### config.mk
export PLATFORM = sky130hd
export DESIGN_NAME = sd_spi_top
export DESIGN_NICKNAME = d
export VERILOG_FILES = /design/src/hw/sd_spi_pkg.sv /design/src/hw/sd_cmd_if.sv /design/src/hw/sd_sck_gen.sv /design/src/hw/sd_bus_regs.sv /design/src/hw/sd_spi_engine.sv /design/src/hw/sd_block_fifo.sv /design/src/hw/sd_spi_top.sv
export SDC_FILE = /design/constraint.sdc
export NUM_CORES = 2
export LEC_CHECK = 0
export BUFFER_PORTS_ARGS = -buffer_cell sky130_fd_sc_hd__buf_2
export CAP_MARGIN = 10
export CORE_ASPECT_RATIO = 2
export CORE_MARGIN = 5
export CORE_UTILIZATION = 51
export CTS_BUF_LIST = sky130_fd_sc_hd__clkbuf_8
export CTS_CLUSTER_DIAMETER = 100
export DETAILED_ROUTE_END_ITERATION = 8
export PLACE_DENSITY_LB_ADDON = 0.08
export SETUP_SLACK_MARGIN = 0.02
export SLEW_MARGIN = 20
export SYNTH_ARGS = -nofsm -noshare
export SYNTH_HDL_FRONTEND = slang
export SYNTH_SLANG_ARGS = --single-unit
### constraint.sdc
create_clock -name clk -period 9.55 [get_ports clk]
set_input_delay 1.91 -clock clk [delete_from_list [all_inputs] [get_ports clk]]
set_output_delay 1.91 -clock clk [all_outputs]
set_load 0.05 [all_outputs]
### src/hw/sd_spi_pkg.sv
package sd_spi_pkg;

  typedef logic [31:0] word_t;
  typedef logic [31:0] addr_t;
  typedef logic [47:0] frame_t;
  typedef logic [47:0] rsp_t;
  typedef logic [7:0]  ctrl_t;  // [7] data read, [6:0] response bytes

  // Word addresses, matched against adr[31:2]
  localparam logic [29:0] REG_NOOP     = 30'd0;
  localparam logic [29:0] REG_CMD_SEND = 30'd1;
  localparam logic [29:0] REG_CMD_LO   = 30'd2;
  localparam logic [29:0] REG_CMD_HI   = 30'd3;
  localparam logic [29:0] REG_STATUS   = 30'd4;
  localparam logic [29:0] REG_RSP_LO   = 30'd5;
  localparam logic [29:0] REG_RSP_HI   = 30'd6;
  localparam logic [29:0] REG_DATA     = 30'd7;

  localparam int STAT_RSP  = 0;
  localparam int STAT_DATA = 1;
  localparam int STAT_BUSY = 2;

  localparam logic [7:0] START_TOKEN = 8'hFE;

  typedef enum logic [2:0] {
    ST_IDLE,
    ST_REQ,
    ST_SEND,
    ST_RSP_WAIT,
    ST_RSP,
    ST_TOKEN,
    ST_DATA,
    ST_CRC
  } eng_state_e;

endpackage

### src/hw/sd_cmd_if.sv
`timescale 1ns/1ps

interface sd_cmd_if;

  sd_spi_pkg::frame_t frame;
  sd_spi_pkg::ctrl_t  ctrl;
  logic               start;  // One cycle

  sd_spi_pkg::rsp_t   rsp;
  logic               rsp_arrived;
  logic               data_arrived;
  logic               busy;
  logic               done;   // One cycle, end of transaction

  modport regs (
    output frame, ctrl, start,
    input  rsp, rsp_arrived, data_arrived, busy, done
  );

  modport engine (
    input  frame, ctrl, start,
    output rsp, rsp_arrived, data_arrived, busy, done
  );

endinterface

### src/hw/sd_sck_gen.sv
`timescale 1ns/1ps

module sd_sck_gen #(
  parameter int SCK_DIV = 6
) (
  input  logic clk,
  input  logic rst,
  output logic sck_o,
  output logic tick_o
);

  localparam int CNT_W = $clog2(SCK_DIV + 2);

  logic [CNT_W-1:0] cnt;

  always_ff @(posedge clk)
  begin
    if (rst)
    begin
      cnt    <= '0;
      sck_o  <= 1'b0;
      tick_o <= 1'b0;
    end
    else
    begin
      // High over the middle half of the period
      sck_o  <= (cnt >= CNT_W'(SCK_DIV / 4)) && (cnt <= CNT_W'(SCK_DIV * 3 / 4));
      tick_o <= (cnt >= CNT_W'(SCK_DIV));
      if (cnt >= CNT_W'(SCK_DIV))
        cnt <= '0;
      else
        cnt <= cnt + 1'b1;
    end
  end

endmodule

### src/hw/sd_bus_regs.sv
`timescale 1ns/1ps

module sd_bus_regs (
  input  logic              clk,
  input  logic              rst,
  input  logic              bus_cyc_i,
  input  logic              bus_stb_i,
  input  logic              bus_we_i,
  input  sd_spi_pkg::addr_t bus_adr_i,
  input  sd_spi_pkg::word_t bus_dat_i,
  output sd_spi_pkg::word_t bus_dat_o,
  output logic              bus_ack_o,
  sd_cmd_if.regs            cmd,
  output logic              word_rd_o,
  input  sd_spi_pkg::word_t word_i,
  input  logic              empty_i
);

  logic [29:0]        reg_sel;
  logic               access;
  logic               is_send;
  logic               ack_q;
  logic               send_pend;  // CMD_SEND waiting for done
  logic               start_q;
  sd_spi_pkg::frame_t frame_q;
  sd_spi_pkg::ctrl_t  ctrl_q;
  sd_spi_pkg::word_t  status;
  sd_spi_pkg::word_t  rdata_q;

  assign reg_sel = bus_adr_i[31:2];
  assign access  = bus_cyc_i && bus_stb_i && !ack_q;
  assign is_send = bus_we_i && (reg_sel == sd_spi_pkg::REG_CMD_SEND);

  // Pop in the accept cycle, word_i is latched on the same edge
  assign word_rd_o = access && !bus_we_i && (reg_sel == sd_spi_pkg::REG_DATA) && !empty_i;

  assign cmd.frame = frame_q;
  assign cmd.ctrl  = ctrl_q;
  assign cmd.start = start_q;

  assign bus_dat_o = rdata_q;
  assign bus_ack_o = ack_q || (send_pend && cmd.done);

  always_comb
  begin
    status = '0;
    status[sd_spi_pkg::STAT_RSP]  = cmd.rsp_arrived;
    status[sd_spi_pkg::STAT_DATA] = cmd.data_arrived;
    status[sd_spi_pkg::STAT_BUSY] = cmd.busy;
  end

  always_ff @(posedge clk)
  begin
    if (rst)
    begin
      ack_q     <= 1'b0;
      send_pend <= 1'b0;
      start_q   <= 1'b0;
      frame_q   <= '0;
      ctrl_q    <= '0;
    end
    else
    begin
      ack_q   <= access && !is_send;
      start_q <= 1'b0;
      if (access && is_send && !send_pend && !cmd.busy)
      begin
        send_pend <= 1'b1;
        start_q   <= 1'b1;
      end
      else if (send_pend && cmd.done)
        send_pend <= 1'b0;

      if (access && bus_we_i)
      begin
        case (reg_sel)
          sd_spi_pkg::REG_CMD_LO: frame_q[31:0] <= bus_dat_i;
          sd_spi_pkg::REG_CMD_HI:
          begin
            frame_q[47:32] <= bus_dat_i[15:0];
            ctrl_q         <= bus_dat_i[31:24];
          end
          default: ;
        endcase
      end
    end
  end

  always_ff @(posedge clk)
  begin
    rdata_q <= '0;
    if (access && !bus_we_i)
    begin
      case (reg_sel)
        sd_spi_pkg::REG_CMD_LO: rdata_q <= frame_q[31:0];
        sd_spi_pkg::REG_CMD_HI: rdata_q <= {ctrl_q, 8'h00, frame_q[47:32]};
        sd_spi_pkg::REG_STATUS: rdata_q <= status;
        sd_spi_pkg::REG_RSP_LO: rdata_q <= cmd.rsp[31:0];
        sd_spi_pkg::REG_RSP_HI: rdata_q <= {16'h0000, cmd.rsp[47:32]};
        sd_spi_pkg::REG_DATA:   rdata_q <= empty_i ? '0 : word_i;
        default:                rdata_q <= '0;  // NOOP and unmapped
      endcase
    end
  end

endmodule

### src/hw/sd_spi_engine.sv
`timescale 1ns/1ps

module sd_spi_engine #(
  parameter int BLOCK_BYTES   = 512,
  parameter int TOKEN_TIMEOUT = 511
) (
  input  logic     clk,
  input  logic     rst,
  input  logic     tick_i,
  sd_cmd_if.engine cmd,
  output logic     spi_req_o,
  input  logic     spi_ack_i,
  output logic     spi_done_o,
  output logic     cs_o,
  output logic     mosi_o,
  input  logic     miso_i,
  output logic     fifo_clr_o,
  output logic     bit_wr_o,
  output logic     bit_val_o
);

  localparam int DATA_BITS = BLOCK_BYTES * 8;
  localparam int CNT_W     = $clog2(DATA_BITS + TOKEN_TIMEOUT + 1024);

  sd_spi_pkg::eng_state_e state;
  logic [CNT_W-1:0]       cnt;
  logic [CNT_W-1:0]       rsp_bits;
  logic [47:0]            tx_sr;
  logic [7:0]             window;
  logic [7:0]             window_nxt;
  sd_spi_pkg::ctrl_t      ctrl_q;
  sd_spi_pkg::rsp_t       rsp_q;
  logic                   rsp_arr_q;
  logic                   data_arr_q;
  logic                   busy_q;
  logic                   done_q;

  assign rsp_bits   = CNT_W'({ctrl_q[6:0], 3'b000});
  assign window_nxt = {window[6:0], miso_i};

  assign bit_wr_o  = tick_i && (state == sd_spi_pkg::ST_DATA);
  assign bit_val_o = miso_i;

  assign cmd.rsp          = rsp_q;
  assign cmd.rsp_arrived  = rsp_arr_q;
  assign cmd.data_arrived = data_arr_q;
  assign cmd.busy         = busy_q;
  assign cmd.done         = done_q;
  assign spi_done_o       = done_q;

  always_ff @(posedge clk)
  begin
    if (rst)
    begin
      state      <= sd_spi_pkg::ST_IDLE;
      cnt        <= '0;
      ctrl_q     <= '0;
      rsp_q      <= '0;
      rsp_arr_q  <= 1'b0;
      data_arr_q <= 1'b0;
      busy_q     <= 1'b0;
      done_q     <= 1'b0;
      spi_req_o  <= 1'b0;
      cs_o       <= 1'b1;
      mosi_o     <= 1'b1;
      fifo_clr_o <= 1'b0;
    end
    else
    begin
      done_q     <= 1'b0;
      fifo_clr_o <= 1'b0;
      case (state)
        sd_spi_pkg::ST_IDLE:
          if (cmd.start)
          begin
            ctrl_q     <= cmd.ctrl;
            rsp_q      <= '0;
            rsp_arr_q  <= 1'b0;
            data_arr_q <= 1'b0;
            busy_q     <= 1'b1;
            spi_req_o  <= 1'b1;
            state      <= sd_spi_pkg::ST_REQ;
          end
        sd_spi_pkg::ST_REQ:
          if (spi_ack_i)
          begin
            spi_req_o <= 1'b0;
            cnt       <= '0;
            state     <= sd_spi_pkg::ST_SEND;
          end
        sd_spi_pkg::ST_SEND:
          if (tick_i)
          begin
            cs_o <= 1'b0;
            if (cnt == CNT_W'(48))
            begin
              mosi_o <= 1'b1;
              state  <= sd_spi_pkg::ST_RSP_WAIT;
            end
            else
            begin
              mosi_o <= tx_sr[47];
              cnt    <= cnt + 1'b1;
            end
          end
        sd_spi_pkg::ST_RSP_WAIT:
          if (tick_i && !miso_i)  // Start bit
          begin
            rsp_q <= {rsp_q[46:0], miso_i};
            cnt   <= CNT_W'(1);
            state <= sd_spi_pkg::ST_RSP;
          end
        sd_spi_pkg::ST_RSP:
          if (tick_i)
          begin
            rsp_q <= {rsp_q[46:0], miso_i};
            cnt   <= cnt + 1'b1;
            if (cnt + 1'b1 >= rsp_bits)
            begin
              rsp_arr_q <= 1'b1;
              if (ctrl_q[7])
              begin
                fifo_clr_o <= 1'b1;
                cnt        <= '0;
                state      <= sd_spi_pkg::ST_TOKEN;
              end
              else
              begin
                cs_o   <= 1'b1;
                done_q <= 1'b1;
                busy_q <= 1'b0;
                state  <= sd_spi_pkg::ST_IDLE;
              end
            end
          end
        sd_spi_pkg::ST_TOKEN:
          if (tick_i)
          begin
            cnt <= cnt + 1'b1;
            if (window_nxt == sd_spi_pkg::START_TOKEN)
            begin
              cnt   <= '0;
              state <= sd_spi_pkg::ST_DATA;
            end
            else if (cnt == CNT_W'(TOKEN_TIMEOUT - 1))
            begin
              cs_o   <= 1'b1;
              done_q <= 1'b1;
              busy_q <= 1'b0;
              state  <= sd_spi_pkg::ST_IDLE;
            end
          end
        sd_spi_pkg::ST_DATA:
          if (tick_i)
          begin
            cnt <= cnt + 1'b1;
            if (cnt == CNT_W'(DATA_BITS - 1))
            begin
              cnt   <= '0;
              state <= sd_spi_pkg::ST_CRC;
            end
          end
        sd_spi_pkg::ST_CRC:
          if (tick_i)
          begin
            cnt <= cnt + 1'b1;
            if (cnt == CNT_W'(15))  // CRC16 dropped
            begin
              data_arr_q <= 1'b1;
              cs_o       <= 1'b1;
              done_q     <= 1'b1;
              busy_q     <= 1'b0;
              state      <= sd_spi_pkg::ST_IDLE;
            end
          end
        default: state <= sd_spi_pkg::ST_IDLE;
      endcase
    end
  end

  // Frame copy and token window
  always_ff @(posedge clk)
  begin
    if (state == sd_spi_pkg::ST_IDLE && cmd.start)
      tx_sr <= cmd.frame;
    else if (state == sd_spi_pkg::ST_SEND && tick_i)
      tx_sr <= {tx_sr[46:0], 1'b1};

    if (state != sd_spi_pkg::ST_TOKEN)
      window <= 8'hFF;
    else if (tick_i)
      window <= window_nxt;
  end

endmodule

### src/hw/sd_block_fifo.sv
`timescale 1ns/1ps

module sd_block_fifo #(
  parameter int BLOCK_BYTES = 512
) (
  input  logic              clk,
  input  logic              rst,
  input  logic              clr_i,
  input  logic              bit_wr_i,
  input  logic              bit_i,
  input  logic              rd_i,
  output sd_spi_pkg::word_t word_o,
  output logic              empty_o
);

  localparam int DEPTH = BLOCK_BYTES / 4;
  localparam int AW    = $clog2(DEPTH);

  sd_spi_pkg::word_t mem [DEPTH];
  sd_spi_pkg::word_t sr;
  logic [4:0]        bit_cnt;
  logic [AW:0]       wr_ptr;
  logic [AW:0]       rd_ptr;

  assign word_o  = mem[rd_ptr[AW-1:0]];
  assign empty_o = (wr_ptr == rd_ptr);

  always_ff @(posedge clk)
  begin
    if (rst || clr_i)
    begin
      bit_cnt <= '0;
      wr_ptr  <= '0;
      rd_ptr  <= '0;
    end
    else
    begin
      if (bit_wr_i)
      begin
        bit_cnt <= bit_cnt + 1'b1;
        if (bit_cnt == 5'd31)
          wr_ptr <= wr_ptr + 1'b1;
      end
      if (rd_i && !empty_o)
        rd_ptr <= rd_ptr + 1'b1;
    end
  end

  // MSB first, so the first byte lands in [31:24]
  always_ff @(posedge clk)
  begin
    if (bit_wr_i)
    begin
      sr <= {sr[30:0], bit_i};
      if (bit_cnt == 5'd31)
        mem[wr_ptr[AW-1:0]] <= {sr[30:0], bit_i};
    end
  end

endmodule

### src/hw/sd_spi_top.sv
`timescale 1ns/1ps

module sd_spi_top #(
  parameter int SCK_DIV       = 6,
  parameter int BLOCK_BYTES   = 512,
  parameter int TOKEN_TIMEOUT = 511
) (
  input  logic              clk,
  input  logic              rst,
  input  logic              bus_cyc_i,
  input  logic              bus_stb_i,
  input  logic              bus_we_i,
  input  sd_spi_pkg::addr_t bus_adr_i,
  input  sd_spi_pkg::word_t bus_dat_i,
  output sd_spi_pkg::word_t bus_dat_o,
  output logic              bus_ack_o,
  output logic              spi_req_o,
  input  logic              spi_ack_i,
  output logic              spi_done_o,
  output logic              sck_o,
  output logic              cs_o,
  output logic              mosi_o,
  input  logic              miso_i
);

  logic              tick;
  logic              fifo_clr;
  logic              bit_wr;
  logic              bit_val;
  logic              word_rd;
  sd_spi_pkg::word_t fifo_word;
  logic              fifo_empty;

  sd_cmd_if u_cmd ();

  sd_sck_gen #(
    .SCK_DIV (SCK_DIV)
  ) u_sck_gen (
    .clk    (clk),
    .rst    (rst),
    .sck_o  (sck_o),
    .tick_o (tick)
  );

  sd_bus_regs u_regs (
    .clk       (clk),
    .rst       (rst),
    .bus_cyc_i (bus_cyc_i),
    .bus_stb_i (bus_stb_i),
    .bus_we_i  (bus_we_i),
    .bus_adr_i (bus_adr_i),
    .bus_dat_i (bus_dat_i),
    .bus_dat_o (bus_dat_o),
    .bus_ack_o (bus_ack_o),
    .cmd       (u_cmd.regs),
    .word_rd_o (word_rd),
    .word_i    (fifo_word),
    .empty_i   (fifo_empty)
  );

  sd_spi_engine #(
    .BLOCK_BYTES   (BLOCK_BYTES),
    .TOKEN_TIMEOUT (TOKEN_TIMEOUT)
  ) u_engine (
    .clk        (clk),
    .rst        (rst),
    .tick_i     (tick),
    .cmd        (u_cmd.engine),
    .spi_req_o  (spi_req_o),
    .spi_ack_i  (spi_ack_i),
    .spi_done_o (spi_done_o),
    .cs_o       (cs_o),
    .mosi_o     (mosi_o),
    .miso_i     (miso_i),
    .fifo_clr_o (fifo_clr),
    .bit_wr_o   (bit_wr),
    .bit_val_o  (bit_val)
  );

  sd_block_fifo #(
    .BLOCK_BYTES (BLOCK_BYTES)
  ) u_fifo (
    .clk      (clk),
    .rst      (rst),
    .clr_i    (fifo_clr),
    .bit_wr_i (bit_wr),
    .bit_i    (bit_val),
    .rd_i     (word_rd),
    .word_o   (fifo_word),
    .empty_o  (fifo_empty)
  );

endmodule

==> impl_metrics.tcl <==
set metrics [dict create \
    maxCapViolCount 0 \
    netlist.area_leader.share_pct 75.1 \
    port_buffers 106 \
    drc_errors 0 \
    cp-start-kind "flop" \
    max_freq_mhz 192 \
    tightestPinTransition_ns 1.27 \
    arrival_ns 6.18 \
    clockBufferDepth 4 \
    setup_tns_ns 0 \
    syn_area_um2 167000 \
    irDropWorstVdd_v 0.000112 \
    async_flop_share_pct 0 \
    grtUsageTotal_pct 28.3 \
    cts.clk_slew.worst_paths_ns 0.07 \
    wl_met2_mm 255 \
    wl_met1_mm 166 \
    antenna_found_initial 39 \
    syn_nets 8121 \
    hold_buffers 0 \
    grt_max_degree 114 \
    place_congestion 0.876 \
    finalWirelength_mm 485 \
    cts_setup_buffers 0 \
    synthSimpleGateAreaFrac_pct 2.51 \
    nNetsFinal 8701 \
    routed_via_density 6.34 \
    fp.dieH_um 819 \
    hold_class "reg2reg" \
    finalSetupViolations 0 \
    synth_top_family_by_area "multiplexers" \
    grt_pass1_wl_mm 678 \
    finalCritPeriodShare_pct 54.5 \
    avgSynthCellArea_um2 20.8 \
    cts_made_buffers 609 \
    die_x_um 415 \
    insertion_delay_ns 1.08 \
    max_stage_delay_ns 0.87 \
    gr-total-overflow 0 \
    synth.cells.most_frequent "edfxtp_1 (4175), mux4_2 (942), nand2_1 (441)" \
    final-hold-violation-count 0 \
    status "finished clean" \
    dieArea_um2 340000 \
    synth_mux_area_share_pct 14.0 \
    synthAdderAreaFrac_pct 0.135 \
    finalClockSkew_ns 0.0457 \
    power.leakage_nw 56.7 \
    final_layout_size_suffix_gt1_share_pct 26.1 \
    rsz0062_at_grt "no" \
    area_growth_pct 11.4 \
    powerDensity_nw_per_um2 185 \
    period_minus_slack_ns 5.20 \
    ant_nets 0 \
    clock_tree.root_cell "clkbuf_8" \
    cp_cell_sequence "buf_4 > nor2b_4 > buf_12 > buf_4 > a22oi_1 > a21oi_1 > o41a_1 > a41oi_1 > o22ai_1" \
    yosysMostFrequentCell "edfxtp_1" \
    yosysUniqueCellTypes 74 \
    ys_seq_area_share_pct 77.6 \
    end_kind "flop" \
    grt_pass1_vias 89700 \
    io_pins 109 \
    synth-seq-cells 4386 \
    synth_edf_count 4175 \
    slew_headroom_pct 14.7 \
    htree_levels 6 \
    maxSlewViolCount 0 \
    crit_required_ns 10.53 \
    vias 85300 \
    synth_compound_area_share_pct 4.12 \
    worst-path-max-fanout 78 \
    synthXorXnorAreaFrac_pct 0.189 \
    crit_top_cell "buf_4" \
    synthFlopType "edfxtp_1" \
    cts.sinks 4386 \
    dr.pass1.iters 7 \
    fp-row-count 297 \
    cpMaxStageDelayCell "nor2b_4" \
    core_area_um2 327000 \
    synth_area_leaders "edfxtp_1 (75%), mux4_2 (13%), dfxtp_1 (2.5%)" \
    top_layer_used "met5" \
    place_hpwl_mm 282 \
    start_util_pct 51.1 \
    synth_cells 8032 \
    drt_iter0_drc 8570 \
    synth_warnings 0 \
    post_cts_resized 0 \
    wl_met3_mm 27.6 \
    hold_ws_ns 0.460 \
    synth_top_cell_by_area "edfxtp_1" \
    avgRoutedWirePerCell_um 36.0 \
    crit_type "reg2reg" \
    cts_tree "done" \
]
cell type report:
cell class	count	area, um^2
clock inverters	413	2080
multi-input cells	3137	36300
repair buffers	453	3450
inverters	25	93.8
fillers	24400	141000
clock buffers	649	8930
diodes	58	145
well taps	4335	5420
flip-flops and latches	4386	130000
layer usage:
layer / track usage (%) / up-vias
li1: - / 34800
met1: 32.5 / 45900
met2: 50.6 / 3589
met3: 3.76 / 995
met4: 17.3 / 4
met5: 0 / -
where the power goes:
| part | switching [mW] | leakage (nW) | internal (mW) |
|---|---|---|---|
| Clock | 6.95 | 6.35 | 6.64 |
| Sequential | 0.00947 | 39.2 | 20.7 |
| Combinational | 0.0581 | 11.2 | 0.0245 |
stage by stage:
stage | total power, mW | instances | cell area (um^2) | worst slack (ns) | utilization, %
2_1_floorplan | 21.2 | 8032 | 167000 | 4.89 | -
3_3_place_gp | 21.2 | 12300 | 175000 | 4.28 | 53.5
3_5_place_dp | 21.2 | 12300 | 175000 | 4.16 | 53.5
4_1_cts | 34.7 | 13400 | 186000 | 4.22 | 56.9
5_1_grt | 35.5 | 13500 | 186000 | 4.11 | 56.9
6_report | 34.4 | 13500 | 186000 | 4.35 | 56.9
critical path, delay by kind of cell (launching register included):
kind	cells	cell delay [ns]
compound gates	5	1.73
simple gates	1	0.87
flops	1	0.72
buf+inv	3	1.56
logic make-up (layout without fill, tap and decap cells):
family,after synthesis,in the layout
other,0,58
DFF,4386,4386
AOI/OAI and AO/OA,984,984
xor gates and xnor gates,36,36
buffers and inverters,509,1540
adders and majority gates,18,18
and+or+nand+nor,937,937
muxes,1162,1162
final timing paths:
path	start	end	slack, ns	cells after the start
max	flop	u_regs.bus_dat_o[19]$_SDFF_PN0_	4.35	9
min	u_engine.ctrl_q[1]$_SDFFE_PP0P_	u_engine.ctrl_q[1]$_SDFFE_PP0P_	0.46	2
max reg2reg	flop	u_regs.bus_dat_o[19]$_SDFF_PN0_	4.35	9
min reg2reg	u_engine.ctrl_q[1]$_SDFFE_PP0P_	u_engine.ctrl_q[1]$_SDFFE_PP0P_	0.46	2
layout by cell type (no fill, tap or decap), drive strengths merged, types with 8 or more instances in the layout:
cell and n:
edfxtp 4175, mux4 942, clkbuf 649, buf 453, nand2 441, a22oi 289
a21oi 286, inv 216, dfxtp 211, mux2i 196, nor2 195, clkinv 195
nand3 104, o221ai 82, a22o 59, diode 58, a221oi 57, o22ai 57
o21ai 43, nor3 39, nor4 28, xor2 27, mux2 24, a211oi 24
a222oi 23, nor2b 23, nand4b 19, ha 18, nand2b 17, and2 15
nand4 14, bufinv 14, clkinvlp 13, xnor2 9, a211o 9, and3 8
or2 8
flip-flops by register name, summed over array words and instances (netlist names), 3 cells and up, named ones only:
name and flops:
u_fifo.mem 4096, u_engine.window 7, u_regs.cmd.ctrl 8, u_engine.state 3, u_fifo.wr_ptr 8, u_fifo.rd_ptr 8
u_fifo.sr 31, u_regs.cmd.frame 48, u_regs.bus_dat_o 32, u_fifo.bit_cnt 5, u_sck_gen.cnt 3, u_engine.cnt 13
u_engine.tx_sr 48, u_engine.cmd.rsp 48, u_engine.ctrl_q 8
Note: power is estimated with default switching activity, not from simulation.
